<file path="config.mk">
export PLATFORM = sky130hd
export DESIGN_NAME = windowCounter
export DESIGN_NICKNAME = d
export VERILOG_FILES = /design/src/convPkg.sv /design/src/windowCounter.sv
export SDC_FILE = /design/constraint.sdc
export NUM_CORES = 1
export LEC_CHECK = 0
export CORE_AREA = 4 4 41 43
export CTS_BUF_LIST = sky130_fd_sc_hd__clkbuf_8
export CTS_CLUSTER_DIAMETER = 80
export DETAILED_ROUTE_END_ITERATION = 8
export DIE_AREA = 0 0 45 47
export DONT_BUFFER_PORTS = 1
export HOLD_SLACK_MARGIN = 0.02
export MAX_ROUTING_LAYER = met4
export PLACE_DENSITY_LB_ADDON = 0.08
export SYNTH_ARGS = -nofsm -noshare
export SYNTH_HDL_FRONTEND = slang
export SYNTH_SLANG_ARGS = --single-unit
</file>
<file path="constraint.sdc">
create_clock -name clk -period 1.25 [get_ports clk]
set_input_delay 0.3125 -clock clk [delete_from_list [all_inputs] [get_ports clk]]
set_output_delay 0.3125 -clock clk [all_outputs]
set_load 0.02 [all_outputs]
</file>
<file path="src/convPkg.sv">
`default_nettype none

package convPkg;

    // ########################################
    // sizes

    localparam int imageSize  = 10;
    localparam int kernelSize = 3;
    localparam int poolSize   = 5;
    localparam int pixelWidth = 4;
    localparam int sumWidth   = 12;
    localparam int posWidth   = $clog2(poolSize);   // 3 bits for 0..4
    localparam int pixelMax   = 2 ** (pixelWidth - 1) - 1;

    // position leaves counter -> MAC register -> pooled write
    localparam int pipeDepth  = 2;
    // start edge to done edge
    localparam int runLatency = imageSize * imageSize + pipeDepth;

    // ########################################
    // data types

    typedef logic signed [pixelWidth-1:0] pixelT;
    typedef logic signed [sumWidth-1:0]   sumT;

    typedef pixelT [imageSize-1:0][imageSize-1:0]   imageT;
    typedef pixelT [kernelSize-1:0][kernelSize-1:0] kernelT;
    typedef pixelT [poolSize-1:0][poolSize-1:0]     pooledMapT;

    typedef struct packed {
        logic [posWidth-1:0] poolRow;
        logic [posWidth-1:0] poolCol;
        logic [1:0]          sub;      // index inside the 2x2 block
    } positionT;

    typedef struct packed {
        logic     valid;
        positionT pos;
        pixelT    value;               // clipped to 0..7
    } convResultT;

    typedef enum logic [1:0] {
        idle,
        run,
        flush,
        finish
    } ctrlStateT;

endpackage

`default_nettype wire

</file>
<file path="src/windowCounter.sv">
`timescale 1ns/100ps
`default_nettype none

module windowCounter (
    input  logic              clk,
    input  logic              rstN,
    input  logic              enable,
    output convPkg::positionT position,
    output logic              last
);
    import convPkg::*;

    logic subLast;
    logic colLast;
    logic rowLast;

    assign subLast = (position.sub == 2'd3);
    assign colLast = (position.poolCol == posWidth'(poolSize - 1));
    assign rowLast = (position.poolRow == posWidth'(poolSize - 1));

    // 100th position of the sweep
    assign last = subLast && colLast && rowLast;

    // sub is the fastest digit, so each 2x2 block is contiguous
    always_ff @(posedge clk) begin
        if (!rstN) begin
            position <= '0;
        end else if (enable) begin
            if (last) begin
                position <= '0;                          // wrap for the next run
            end else if (!subLast) begin
                position.sub <= position.sub + 2'd1;
            end else begin
                position.sub <= '0;
                if (!colLast) begin
                    position.poolCol <= position.poolCol + 1'b1;
                end else begin
                    position.poolCol <= '0;
                    position.poolRow <= position.poolRow + 1'b1;
                end
            end
        end
    end

endmodule

`default_nettype wire

</file>
==> impl_metrics.tcl <==
set metrics [dict create \
    worstSetupPathType "flop to output port" \
    coreArea_sq_um 1300 \
    ios 12 \
    rsz0062_at_grt "true" \
    dieHeight_microns 47 \
    netlist.top_cell.by_area "dfxtp_1" \
    drive_gt1_frac 0.567 \
    final_common_cell "buf_4" \
    synth_area_leaders "dfxtp_1, ha_1, nand4_4" \
    grt_max_degree 10 \
    outcome "finished with violations" \
    syn_area_sq_um 445 \
    finalInstanceArea_sq_um 668 \
    start_util 0.342 \
    final_cell_mix "buf_4, dfxtp_2, inv_2" \
    clk_pin_slew_ns 0.04 \
    worstSetupStartpointType "flop" \
    setup_viol 1 \
    row_count 13 \
    utilization 0.513 \
    routabilityCongestion 0.685 \
    area_growth_pct 50.0 \
    dp_hpwl_microns 701 \
    synth-edff-count 0 \
    syn-num-nets 53 \
    max_clock_freq_mhz 780 \
    leakage_nw 0.273 \
    fin_cells 75 \
    yosysSeqAreaShare 0.360 \
    drt_iter0_drc 3 \
    ctsLongestPathBuffers 2 \
    largest_reg_flops 8 \
    track_usage 0.109 \
    port_buffers 0 \
    reg_top3 "position: 8 flops" \
    cts-root-buf "clkbuf_8" \
    drc 0 \
    antenna_found_initial 0 \
    postSynthAreaPerCell_sq_um 9.90 \
    dpl_cell_area_sq_um 562 \
    crit_arrival_ns 0.97 \
    via_per_inst 5.04 \
    maxCapViolCount 0 \
    power.total_mw 0.621 \
    netlist_instances 45 \
    power_density_nw_per_um2 930 \
    num_vias 378 \
    die_x_microns 45 \
    place_inst 69 \
    cp_max_fo 2 \
    required_ns 0.94 \
    finalWorstSetupSlack_ns -0.0326 \
    endpoint_kind "output port" \
    skew_ns 0.00387 \
    diodes 0 \
    ys_ff_latch 8 \
    final-hold-violation-count 0 \
    fin_crit_sh 1.03 \
    ant_nets 0 \
    maxSlewHeadroom 0.885 \
    synth_top_area_share 0.360 \
    rr_worst_depth 5 \
    vdd_drop_max_uv 494 \
    grt_pass1_wl_mm 1.54 \
    wirelength_microns 906 \
    drt_first_pass_iters 4 \
    fin_nets 70 \
    period_needed_ns 1.28 \
    synth_flop_cell "dfxtp_1" \
    clock-sinks 8 \
    grt_overflow_total 0 \
    avgRoutedWirePerCell_microns 12.1 \
    grt_pass1_vias 366 \
    synth_warnings 0 \
    numCtsBuffers 3 \
    die_area_sq_um 2120 \
    async_flop_share 0 \
    worst_pin_slew_ns 0.172 \
    cts_tree "yes" \
    failed_checks "setup timing" \
    top_register "position" \
    yosysUniqueCellTypes 21 \
    hp-class "primary input to flop" \
    worstHoldPathCells 1 \
    htree_levels 1 \
    drv_slew 0 \
    clk_latency_ns 0.23 \
]
kinds of logic (layout without fill, tap and decap cells):
| logic type | count (synthesis) | after routing | share of synthesized area |
|---|---|---|---|
| simple gates | 17 | 17 | 0.275 |
| compound gates | 8 | 8 | 0.126 |
| flops | 8 | 8 | 0.360 |
| fa+ha+maj | 5 | 5 | 0.140 |
| buf+inv | 4 | 19 | 0.0337 |
| mux | 2 | 2 | 0.0449 |
| xor+xnor | 1 | 1 | 0.0197 |
worst max-delay path: stages (launching register included):
cell	delay, ns
dfxtp_1	0.31
inv_2	0.07
ha_4	0.15
nand3_4	0.07
nor2_4	0.15
cells in the mapped netlist (2+ instances only):
master and n:
nor2b_1 3, a21boi_1 2, nor2_1 2, o21ai_1 2, nand3_1 2, inv_1 4
ha_1 5, mux2i_1 2, dfxtp_1 8, nand2_1 4
cell type report:
type	count	area, sq um
clock buffers	3	41.3
fillers	125	633
inverters	4	15.0
well taps	15	18.8
multi-input cells	33	335
repair buffers	12	90.1
flip-flops and latches	8	168
timing repair:
item | 4_1_cts | 5_1_grt
pin swaps | 5 | 2
endpoints found under the hold margin | 0 | 0
hold buffers | 0 | 0
gates resized for setup | 11 | 1
endpoints found under the setup margin | 1 | 3
buffers inserted | 3 | 0
final timing paths:
kind                             startpoint     endpoint  slack (ns)
worst max-delay path            position[6]         last       -0.03
worst min-delay path                   rstN  position[0]        0.20
worst max register to register  position[1]  position[2]        0.08
worst min register to register  position[4]  position[4]        0.54
per-layer routing:
layer | vias to the layer above | wire, microns | global-route usage
li1 | 188 | - | -
met1 | 176 | 372 | 0.110
met2 | 10 | 451 | 0.155
met3 | 4 | 69 | 0.0690
met4 | 0 | 12 | 0.0702
met5 | - | 0 | -
power breakdown:
group | total (mW) | switching, mW | internal (mW)
combinational | 0.0424 | 0.0195 | 0.0228
clock | 0.310 | 0.102 | 0.209
sequential | 0.268 | 0.00524 | 0.263
stage by stage:
| stage | setup slack, ns | TNS [ns] | hold slack [ns] |
|---|---|---|---|
| global route | -0.0872 | -0.0872 | 0.190 |
| detailed placement | 0.0584 | 0 | 0.439 |
| CTS | -0.0465 | -0.0465 | 0.199 |
| global placement | 0.0733 | 0 | 0.433 |
| floorplan | 0.00450 | 0 | 0.430 |
| finish | -0.0326 | -0.0326 | 0.201 |
(Power assumes the default switching activity.)
