`config.mk`:
```
export PLATFORM = sky130hd
export DESIGN_NAME = convController
export DESIGN_NICKNAME = d
export VERILOG_FILES = /design/src/convPkg.sv /design/src/convController.sv
export SDC_FILE = /design/constraint.sdc
export NUM_CORES = 1
export LEC_CHECK = 0
export ABC_CLOCK_PERIOD_IN_PS = 4000
export BUFFER_PORTS_ARGS = -buffer_cell sky130_fd_sc_hd__buf_2
export CORE_AREA = 8 8 45 47
export DETAILED_ROUTE_END_ITERATION = 16
export DIE_AREA = 0 0 53 55
export GPL_TIMING_DRIVEN = 0
export SLEW_MARGIN = 40
export SYNTH_ARGS = -nofsm -noshare
export SYNTH_HDL_FRONTEND = slang
export SYNTH_SLANG_ARGS = --single-unit
```
`constraint.sdc`:
```
create_clock -name clk -period 4 [get_ports clk]
set_clock_uncertainty 0.1 [all_clocks]
set_input_delay 0.2 -clock clk [delete_from_list [all_inputs] [get_ports clk]]
set_output_delay 0.2 -clock clk [all_outputs]
set_load 0.03 [all_outputs]
```
`src/convPkg.sv`:
```
`default_nettype none

package convPkg;

    // ########################################
    // sizes

    localparam int imageSize  = 10;
    localparam int kernelSize = 3;
    localparam int poolSize   = 5;
    localparam int pixelWidth = 4;
    localparam int sumWidth   = 12;
    localparam int posWidth   = $clog2(poolSize);   // 3 bits for 0..4
    localparam int pixelMax   = 2 ** (pixelWidth - 1) - 1;

    // position leaves counter -> MAC register -> pooled write
    localparam int pipeDepth  = 2;
    // start edge to done edge
    localparam int runLatency = imageSize * imageSize + pipeDepth;

    // ########################################
    // data types

    typedef logic signed [pixelWidth-1:0] pixelT;
    typedef logic signed [sumWidth-1:0]   sumT;

    typedef pixelT [imageSize-1:0][imageSize-1:0]   imageT;
    typedef pixelT [kernelSize-1:0][kernelSize-1:0] kernelT;
    typedef pixelT [poolSize-1:0][poolSize-1:0]     pooledMapT;

    typedef struct packed {
        logic [posWidth-1:0] poolRow;
        logic [posWidth-1:0] poolCol;
        logic [1:0]          sub;      // index inside the 2x2 block
    } positionT;

    typedef struct packed {
        logic     valid;
        positionT pos;
        pixelT    value;               // clipped to 0..7
    } convResultT;

    typedef enum logic [1:0] {
        idle,
        run,
        flush,
        finish
    } ctrlStateT;

endpackage

`default_nettype wire

```
`src/convController.sv`:
```
`timescale 1ns/100ps
`default_nettype none

module convController (
    input  logic clk,
    input  logic rstN,
    input  logic start,
    input  logic sweepLast,
    output logic load,
    output logic sweepEnable,
    output logic busy,
    output logic done
);
    import convPkg::*;

    ctrlStateT state;
    ctrlStateT nextState;
    logic [$clog2(pipeDepth + 1)-1:0] flushCount;

    // ########################################
    // state register

    always_ff @(posedge clk) begin
        if (!rstN) begin
            state      <= idle;
            flushCount <= '0;
        end else begin
            state <= nextState;
            if (state == flush) begin
                flushCount <= flushCount + 1'b1;
            end else begin
                flushCount <= '0;
            end
        end
    end

    always_comb begin
        nextState = state;
        case (state)
            idle: begin
                if (start) begin
                    nextState = run;
                end
            end
            run: begin
                if (sweepLast) begin
                    nextState = flush;
                end
            end
            flush: begin
                if (flushCount == pipeDepth - 1) begin   // last result reaches the map
                    nextState = finish;
                end
            end
            default: nextState = idle;                   // finish lasts one cycle
        endcase
    end

    // frame captured on the same edge that samples start
    assign load        = (state == idle) && start;
    assign sweepEnable = (state == run);
    assign busy        = (state != idle);
    assign done        = (state == finish);

endmodule

`default_nettype wire

```
==> flow_summary.json <==
{
  "grt_first_pass_wirelength_um": 848,
  "final_cells": 55,
  "yosys.area_share.simple": 0.106,
  "maxCapViolCount": 0,
  "syn-cell-area_um2": 249,
  "pin_count": 8,
  "path_max_fanout": 5,
  "clk_pin_slew_ns": 0.04,
  "fin_crit_ns": 1.64,
  "syn2layout_area_growth_pct": 31.2,
  "remaining_drc_errors": 0,
  "p_leak_nw": 0.177,
  "timing.final.ws_setup_ns": 2.36,
  "crit_start": "state[0]",
  "clockBufferDepth": 2,
  "hold_class": "input port to flip-flop",
  "syn-instance-count": 29,
  "worst_r2r_path_depth": 4,
  "ys_seq_elements": 4,
  "numCtsBuffers": 3,
  "synth_compound_area_frac": 0.0704,
  "die_x_um": 53,
  "routed_wl_um": 476,
  "start_util": 0.180,
  "drt-wirelength-per-cell_um": 8.65,
  "die_y_um": 55,
  "outcome": "finished, final reports clean",
  "ant_nets": 0,
  "via_count": 208,
  "grt_max_degree": 6,
  "grt_util_all_layers": 0.0432,
  "p_per_area_nw_per_um2": 741,
  "yosys.cell_types.count": 8,
  "synth-seq-area-share": 0.322,
  "r2r_slack_ns": 2.36,
  "yosysTopAreaCellShare": 0.322,
  "maxSlewViolCount": 0,
  "antenna_found_initial": 0,
  "tns_ns": 0,
  "vias_per_cell": 3.78,
  "dp_cells": 52,
  "ctsHtreeMaxLevel": 1,
  "ir_drop_v": 0.000307,
  "r2r-end": "state[0]",
  "synth_mux_area_frac": 0.0804,
  "synth_adder_area_share": 0.302,
  "fmax_ghz": 0.610,
  "required_ns": 4.07,
  "portBuffers": 7,
  "hpwl_um": 386,
  "synth.avg_cell_area_um2": 8.59,
  "antennaDiodeCount": 0,
  "relSlewSlack": 0.655,
  "ctsRootBufferMaster": "clkbuf_4",
  "grt_pass1_vias": 234,
  "setup_violations": 0,
  "first_iter_violations": 4,
  "rsz0062_at_grt": "false",
  "r2r_start": "state[0]",
  "postCtsSetupBuffers": 0,
  "grt_overflow": 0,
  "post_cts_resized": 0,
  "drive_gt1_frac": 0.256,
  "place_congestion": 0.644,
  "die_area_um2": 2920,
  "worstSetupPathType": "flip-flop to flip-flop",
  "hold_violations": 0,
  "endpoint": "state[0]",
  "cts_sinks": 4,
  "ys_warn_count": 0,
  "tightest_slew_ns": 0.518,
  "synth_area_leaders": "dfxtp_1 (32%), ha_1 (30%), inv_1 (12%)",
  "critPathLaunchType": "flip-flop",
  "cts_tree": "yes",
  "synth_fp_nets": 39,
  "clock_latency_ns": 0.24,
  "synth_top_family_by_area": "adder cells",
  "drtPass1Iterations": 4,
  "nNetsFinal": 51,
  "num_rows": 14,
  "dp_worst_setup_slack_ns": 2.33,
  "holdBufCountCts": 0,
  "finalCritPeriodShare": 0.410,
  "synth_top_area_cell": "dfxtp_1",
  "synth-xor-area-share": 0,
  "core_area_um2": 1380,
  "cp_data_arrival_time_ns": 1.71,
  "critPathCaptureType": "flip-flop"
}
[how the worst min path moves through the flow]
stage / slack (ns) / startpoint / end / depth (start not counted)
6_report: 0.16 / rstN / state[0] / 3
5_1_grt: 0.18 / rstN / flushCount[1] / 3
4_1_cts: 0.14 / rstN / state[0] / 3
3_5_place_dp: 0.32 / flushCount[0] / flushCount[0] / 1
3_3_place_gp: 0.31 / flushCount[0] / flushCount[0] / 1
2_1_floorplan: 0.24 / rstN / flushCount[1] / 2
[cell usage after synthesis]
library cell	n
inv_1	8
ha_1	6
dfxtp_1	4
nand2_1	4
nor2_1	3
mux2i_1	2
a222oi_1	1
o211ai_1	1
[power by group]
| group | leakage, nW | total [mW] | switching, mW | internal (mW) |
|---|---|---|---|---|
| Combinational | 0.130 | 0.126 | 0.0805 | 0.0459 |
| Clock | 0.0138 | 0.0508 | 0.0172 | 0.0336 |
| Sequential | 0.0327 | 0.0647 | 0.0129 | 0.0518 |
[worst max-delay path: stages, from the launching register on]
cell      delay (ns)
dfxtp_1         0.40
inv_1           0.09
ha_1            0.24
a222oi_1        0.52
mux2i_1         0.23
[metrics by stage]
step	power (mW)	instance area (µm²)	hold WS [ns]	util
after floorplan	0.162	249	0.244	-
after global placement	0.191	304	0.309	0.220
after detailed placement	0.194	304	0.323	0.220
after CTS	0.248	327	0.142	0.236
after global routing	0.262	327	0.179	0.236
final	0.242	327	0.157	0.236
[routing by layer]
metal	part of all wire	track usage	routed length, µm	vias to the layer above
met2	0.55	0.0703	261	3
met1	0.41	0.0334	195	93
li1	-	-	-	110
met4	0.011	0.0647	5	0
met5	0	0	0	-
met3	0.029	0.0160	14	2
[state kept, by name, summed over array words and instances (netlist names)]
name	count
state	2
flushCount	2
[layout by cell type, fill, tap and decap left out]
cell      instances
a222oi_1          1
buf_2             7
clkbuf_4          3
dfxtp_1           4
ha_1              6
inv_1             8
mux2i_1           2
nand2_1           4
nor2_1            3
o211ai_1          1
[logic make-up after synthesis]
family                   Yosys count
AO/OA/AOI/OAI                      2
adder cells (fa/ha/maj)            6
buffers and inverters              8
flip-flops                         4
multiplexers                       2
AND/OR/NAND/NOR                    7
[cell type report]
class,count,area (µm²)
multi-input cells,17,139
inverters,8,30.0
repair buffers,7,35.0
fillers,149,1060
clock buffers,3,22.5
well taps,16,20.0
flip-flops and latches,4,80.1
No activity file was read; power rests on OpenSTA's default activity.
