==> config.mk <==
export PLATFORM = sky130hd
export DESIGN_NAME = maxPoolUnit
export DESIGN_NICKNAME = d
export VERILOG_FILES = /design/src/convPkg.sv /design/src/maxPoolUnit.sv
export SDC_FILE = /design/constraint.sdc
export NUM_CORES = 1
export LEC_CHECK = 0
export ABC_AREA = 1
export BUFFER_PORTS_ARGS = -buffer_cell sky130_fd_sc_hd__clkbuf_2
export CAP_MARGIN = 20
export CORE_ASPECT_RATIO = 0.7
export CORE_UTILIZATION = 33
export CTS_BUF_LIST = sky130_fd_sc_hd__clkbuf_2 sky130_fd_sc_hd__clkbuf_4 sky130_fd_sc_hd__clkbuf_8
export DETAILED_ROUTE_END_ITERATION = 10
export GPL_TIMING_DRIVEN = 1
export HOLD_SLACK_MARGIN = 0.03
export SYNTH_ARGS = -nofsm -noshare
export SYNTH_HDL_FRONTEND = slang
export SYNTH_SLANG_ARGS = --single-unit
==> constraint.sdc <==
create_clock -name clk -period 1.5 [get_ports clk]
set_input_delay 0.225 -clock clk [delete_from_list [all_inputs] [get_ports clk]]
set_output_delay 0.225 -clock clk [all_outputs]
set_load 0.03 [all_outputs]
==> src/convPkg.sv <==
`default_nettype none

package convPkg;

    // ########################################
    // sizes

    localparam int imageSize  = 10;
    localparam int kernelSize = 3;
    localparam int poolSize   = 5;
    localparam int pixelWidth = 4;
    localparam int sumWidth   = 12;
    localparam int posWidth   = $clog2(poolSize);   // 3 bits for 0..4
    localparam int pixelMax   = 2 ** (pixelWidth - 1) - 1;

    // position leaves counter -> MAC register -> pooled write
    localparam int pipeDepth  = 2;
    // start edge to done edge
    localparam int runLatency = imageSize * imageSize + pipeDepth;

    // ########################################
    // data types

    typedef logic signed [pixelWidth-1:0] pixelT;
    typedef logic signed [sumWidth-1:0]   sumT;

    typedef pixelT [imageSize-1:0][imageSize-1:0]   imageT;
    typedef pixelT [kernelSize-1:0][kernelSize-1:0] kernelT;
    typedef pixelT [poolSize-1:0][poolSize-1:0]     pooledMapT;

    typedef struct packed {
        logic [posWidth-1:0] poolRow;
        logic [posWidth-1:0] poolCol;
        logic [1:0]          sub;      // index inside the 2x2 block
    } positionT;

    typedef struct packed {
        logic     valid;
        positionT pos;
        pixelT    value;               // clipped to 0..7
    } convResultT;

    typedef enum logic [1:0] {
        idle,
        run,
        flush,
        finish
    } ctrlStateT;

endpackage

`default_nettype wire

==> src/maxPoolUnit.sv <==
`timescale 1ns/100ps
`default_nettype none

module maxPoolUnit (
    input  logic                clk,
    input  logic                rstN,
    input  convPkg::convResultT convResult,
    output convPkg::pooledMapT  pooledMap
);
    import convPkg::*;

    pixelT runMax;
    pixelT blockMax;
    logic  blockStart;
    logic  blockEnd;

    assign blockStart = (convResult.pos.sub == 2'd0);
    assign blockEnd   = (convResult.pos.sub == 2'd3);

    // inputs are already >= 0, restart discards the old block
    always_comb begin
        if (blockStart || convResult.value > runMax) begin
            blockMax = convResult.value;
        end else begin
            blockMax = runMax;
        end
    end

    // ########################################
    // running max and map write

    always_ff @(posedge clk) begin
        if (convResult.valid) begin
            runMax <= blockMax;
        end
        if (!rstN) begin
            pooledMap <= '0;
        end else if (convResult.valid && blockEnd) begin
            pooledMap[convResult.pos.poolRow][convResult.pos.poolCol] <= blockMax;
        end
    end

endmodule

`default_nettype wire

==> impl_metrics.toml <==
[place]
port_buffers = 114
dp_hpwl_um = 9980
pre_cts_slack_ns = -0.213
gp_congestion = 0.775
placed_area_mm2 = 0.00610

[global_routing]
overflow = 0
grt_use_total_pct = 18.2
antenna_found_initial = 1
grt_pass1_vias = 4240
grt_max_degree = 77
grt_pass1_wl_um = 22300

[critical_path]
critPathMaxFanout = 6
critical_path_class = "reg -> reg"
worstRegToRegCells = 10
path_cells = "inv_2 -> ha_4 -> nand2_1 -> nor2_1 -> nor2_2 -> nand2_4 -> nand2_8 -> nand2_8 -> buf_12 -> nand2_2"
cpPeakStageDelay_ns = 0.37
cp_common_cell = "nand2_8"
slowest_stage = "edfxtp_1"
cp-end-kind = "flip-flop"
required_ns = 1.64
arrival_ns = 1.85
worst_setup_path_start_kind = "flip-flop"

[pwr]
ir_drop_v = 0.000396
swShare_pct = 31.6
cellLeakagePower_nw = 3.41
seq_power_share_pct = 49.3
clockPowerShare_pct = 30.8
p_int_w = 0.00391
powerDensity_mw_per_mm2 = 859
combinationalPowerShare_pct = 20.0
p_switching_w = 0.00181

[sta]
fin_crit_ns = 1.71
maxClockFrequency_ghz = 0.585
skew_ns = 0.0196
hold_ws_ns = 0.207
hold_viol_final = 0
finalSetupTns_ns = -17.83
fin_ws_ns = -0.209
final-setup-viol-count = 104
relSlewSlack_pct = 56.2
slew_viol_final = 0
finalCritPeriodShare_pct = 114
worst_pin_slew_ns = 0.657
grt_setup_unrepaired = "yes"

[yosys]
yosysUniqueCellTypes = 24
synth_fa_ha_area_share_pct = 0.992
syn-num-nets = 743
synthCells = 724
synth_top_family_by_area = "simple AND/OR/NAND/NOR gates"
synth_compound_area_share_pct = 0
synth_xor_area_share_pct = 0
synth-simple-area-share_pct = 43.0
synthMuxAreaShare_pct = 0
ys_ff_latch = 104
synth.cell_area_mm2 = 0.00504
synth_seq_area_share_pct = 42.1
synth_warnings = 0
avgSynthCellArea_um2 = 6.97

[route]
avgViaCountPerCell = 4.44
ant_nets = 0
drt_iter0_drc = 244
drt_pass1_iterations = 5
wirelength_um = 14100
wl_per_cell_um = 13.2
route.detailed.drc = 0
dr_total_vias = 4725

[cts]
numCtsBuffers = 9
clockRootBuffer = "clkbuf_8"
clock_latency_ns = 0.39
cts.clk_slew.worst_paths_ns = 0.10
cts_tree = "yes"
htreeDepth = 3
clock-sinks = 104
cts.path.max_buffers = 2

[die]
die_area_mm2 = 0.0158
die_h_um = 105
rows = 37
start_util_pct = 34.0
io_pins = 115
core_area_mm2 = 0.0148
fp.dieW_um = 150

[cells_and_area]
final_cell_area_mm2 = 0.00667
final_cell_mix = "nor2_1, clkbuf_2, nand2_1"
layout-drive-gt1-share_pct = 32.0
utilization_pct = 45.0
nFillCells = 1533
nets = 883
multiInputGateArea_mm2 = 0.00251
mostFrequentLayoutCell = "nor2_1"
area_growth_pct = 32.2
diodes = 0
sequential_cell_area_mm2 = 0.00212

[worst_hold_path]
min_path_cells = 2
hold_path.class = "in -> reg"

[outcome]
violations = "setup timing"
outcome = "finished with violations"

[run]
cap_violations = 0
==> cells by family (layout without fill, tap and decap cells) <==
kind of cell | Yosys count | after routing
DFF | 104 | 104
adders and majority gates | 4 | 4
and+or+nand+nor | 465 | 465
buffers and inverters | 151 | 296
==> cells in the mapped netlist <==
library cell    n  share of area [%]
nand3_2         5               0.99
or2_0           1               0.12
clkbuf_8        2               0.55
buf_4           8                1.2
nor2_2          1               0.12
nor2_4         21                4.7
edfxtp_1        4                2.4
nand4_4         2               0.84
bufinv_8        1               0.35
nand3_4         2               0.69
inv_2          11               0.82
nor3_1          1              0.099
dfxtp_1       100                 40
buf_6           8                1.8
nand2_2         4               0.50
ha_1            4               0.99
nor2_1        206                 15
buf_2           9               0.89
clkinv_2        2               0.20
nand2_4         2               0.45
inv_1         110                8.2
nor3_2          2               0.40
nand2_1       117                8.7
nand3_1       101                 10
==> worst max-delay path: cells and delay by family (launching register included) <==
family,cells,cell delay (ns)
flip-flops,1,0.37
buffers and inverters,2,0.19
AND/OR/NAND/NOR,7,0.63
adder cells (fa/ha/maj),1,0.27
==> power by group through the flow <==
stage	combinational (W)	sequential, W	clock, W
final	0.00114	0.00282	0.00176
after global routing	0.00122	0.00282	0.00195
after CTS	0.000981	0.00282	0.00182
after detailed placement	0.000925	0.00288	0
after global placement	0.000924	0.00288	0
after floorplan	0.000515	0.00289	0
==> flip-flops by register name, summed over array words and instances, names as in the netlist <==
signal / flops
runMax: 4
pooledMap: 100
==> per-stage QoR <==
step | total power, W | cells
floorplan | 0.00341 | 724
global placement | 0.00381 | 1045
detailed placement | 0.00381 | 1045
CTS | 0.00562 | 1061
global route | 0.00599 | 1064
finish | 0.00573 | 1064
==> timing repair <==
item,4_1_cts,5_1_grt
setup endpoints to repair,104,104
cloned,0,2
hold buffers,0,0
pin swaps,10,16
resized for setup,21,45
setup buffers,0,1
==> cell type report <==
class                      count  share of cell area (%)
sequential                   104                    31.8
timing repair buffer         156                    16.7
multi-input combinational    469                    37.6
tap                          195                    3.66
clock inverter                 7                    1.07
clock buffer                   9                    1.86
inverter                     124                    7.22
==> path summary, 6_finish.rpt <==
kind                                      from             to  slack [ns]
worst max-delay path                 runMax[3]      runMax[2]       -0.21
worst min-delay path            convResult[12]      runMax[2]        0.21
worst max register to register       runMax[3]      runMax[2]       -0.21
worst min register to register   pooledMap[26]  pooledMap[26]        0.57
==> per-layer routing <==
metal | routed length, um | GRT usage, % | up-vias
li1 | - | - | 2454
met1 | 7050 | 27.0 | 2135
met2 | 6040 | 25.6 | 122
met3 | 886 | 5.11 | 12
met4 | 108 | 3.97 | 2
met5 | 11 | 0 | -
(Power assumes the default switching activity.)
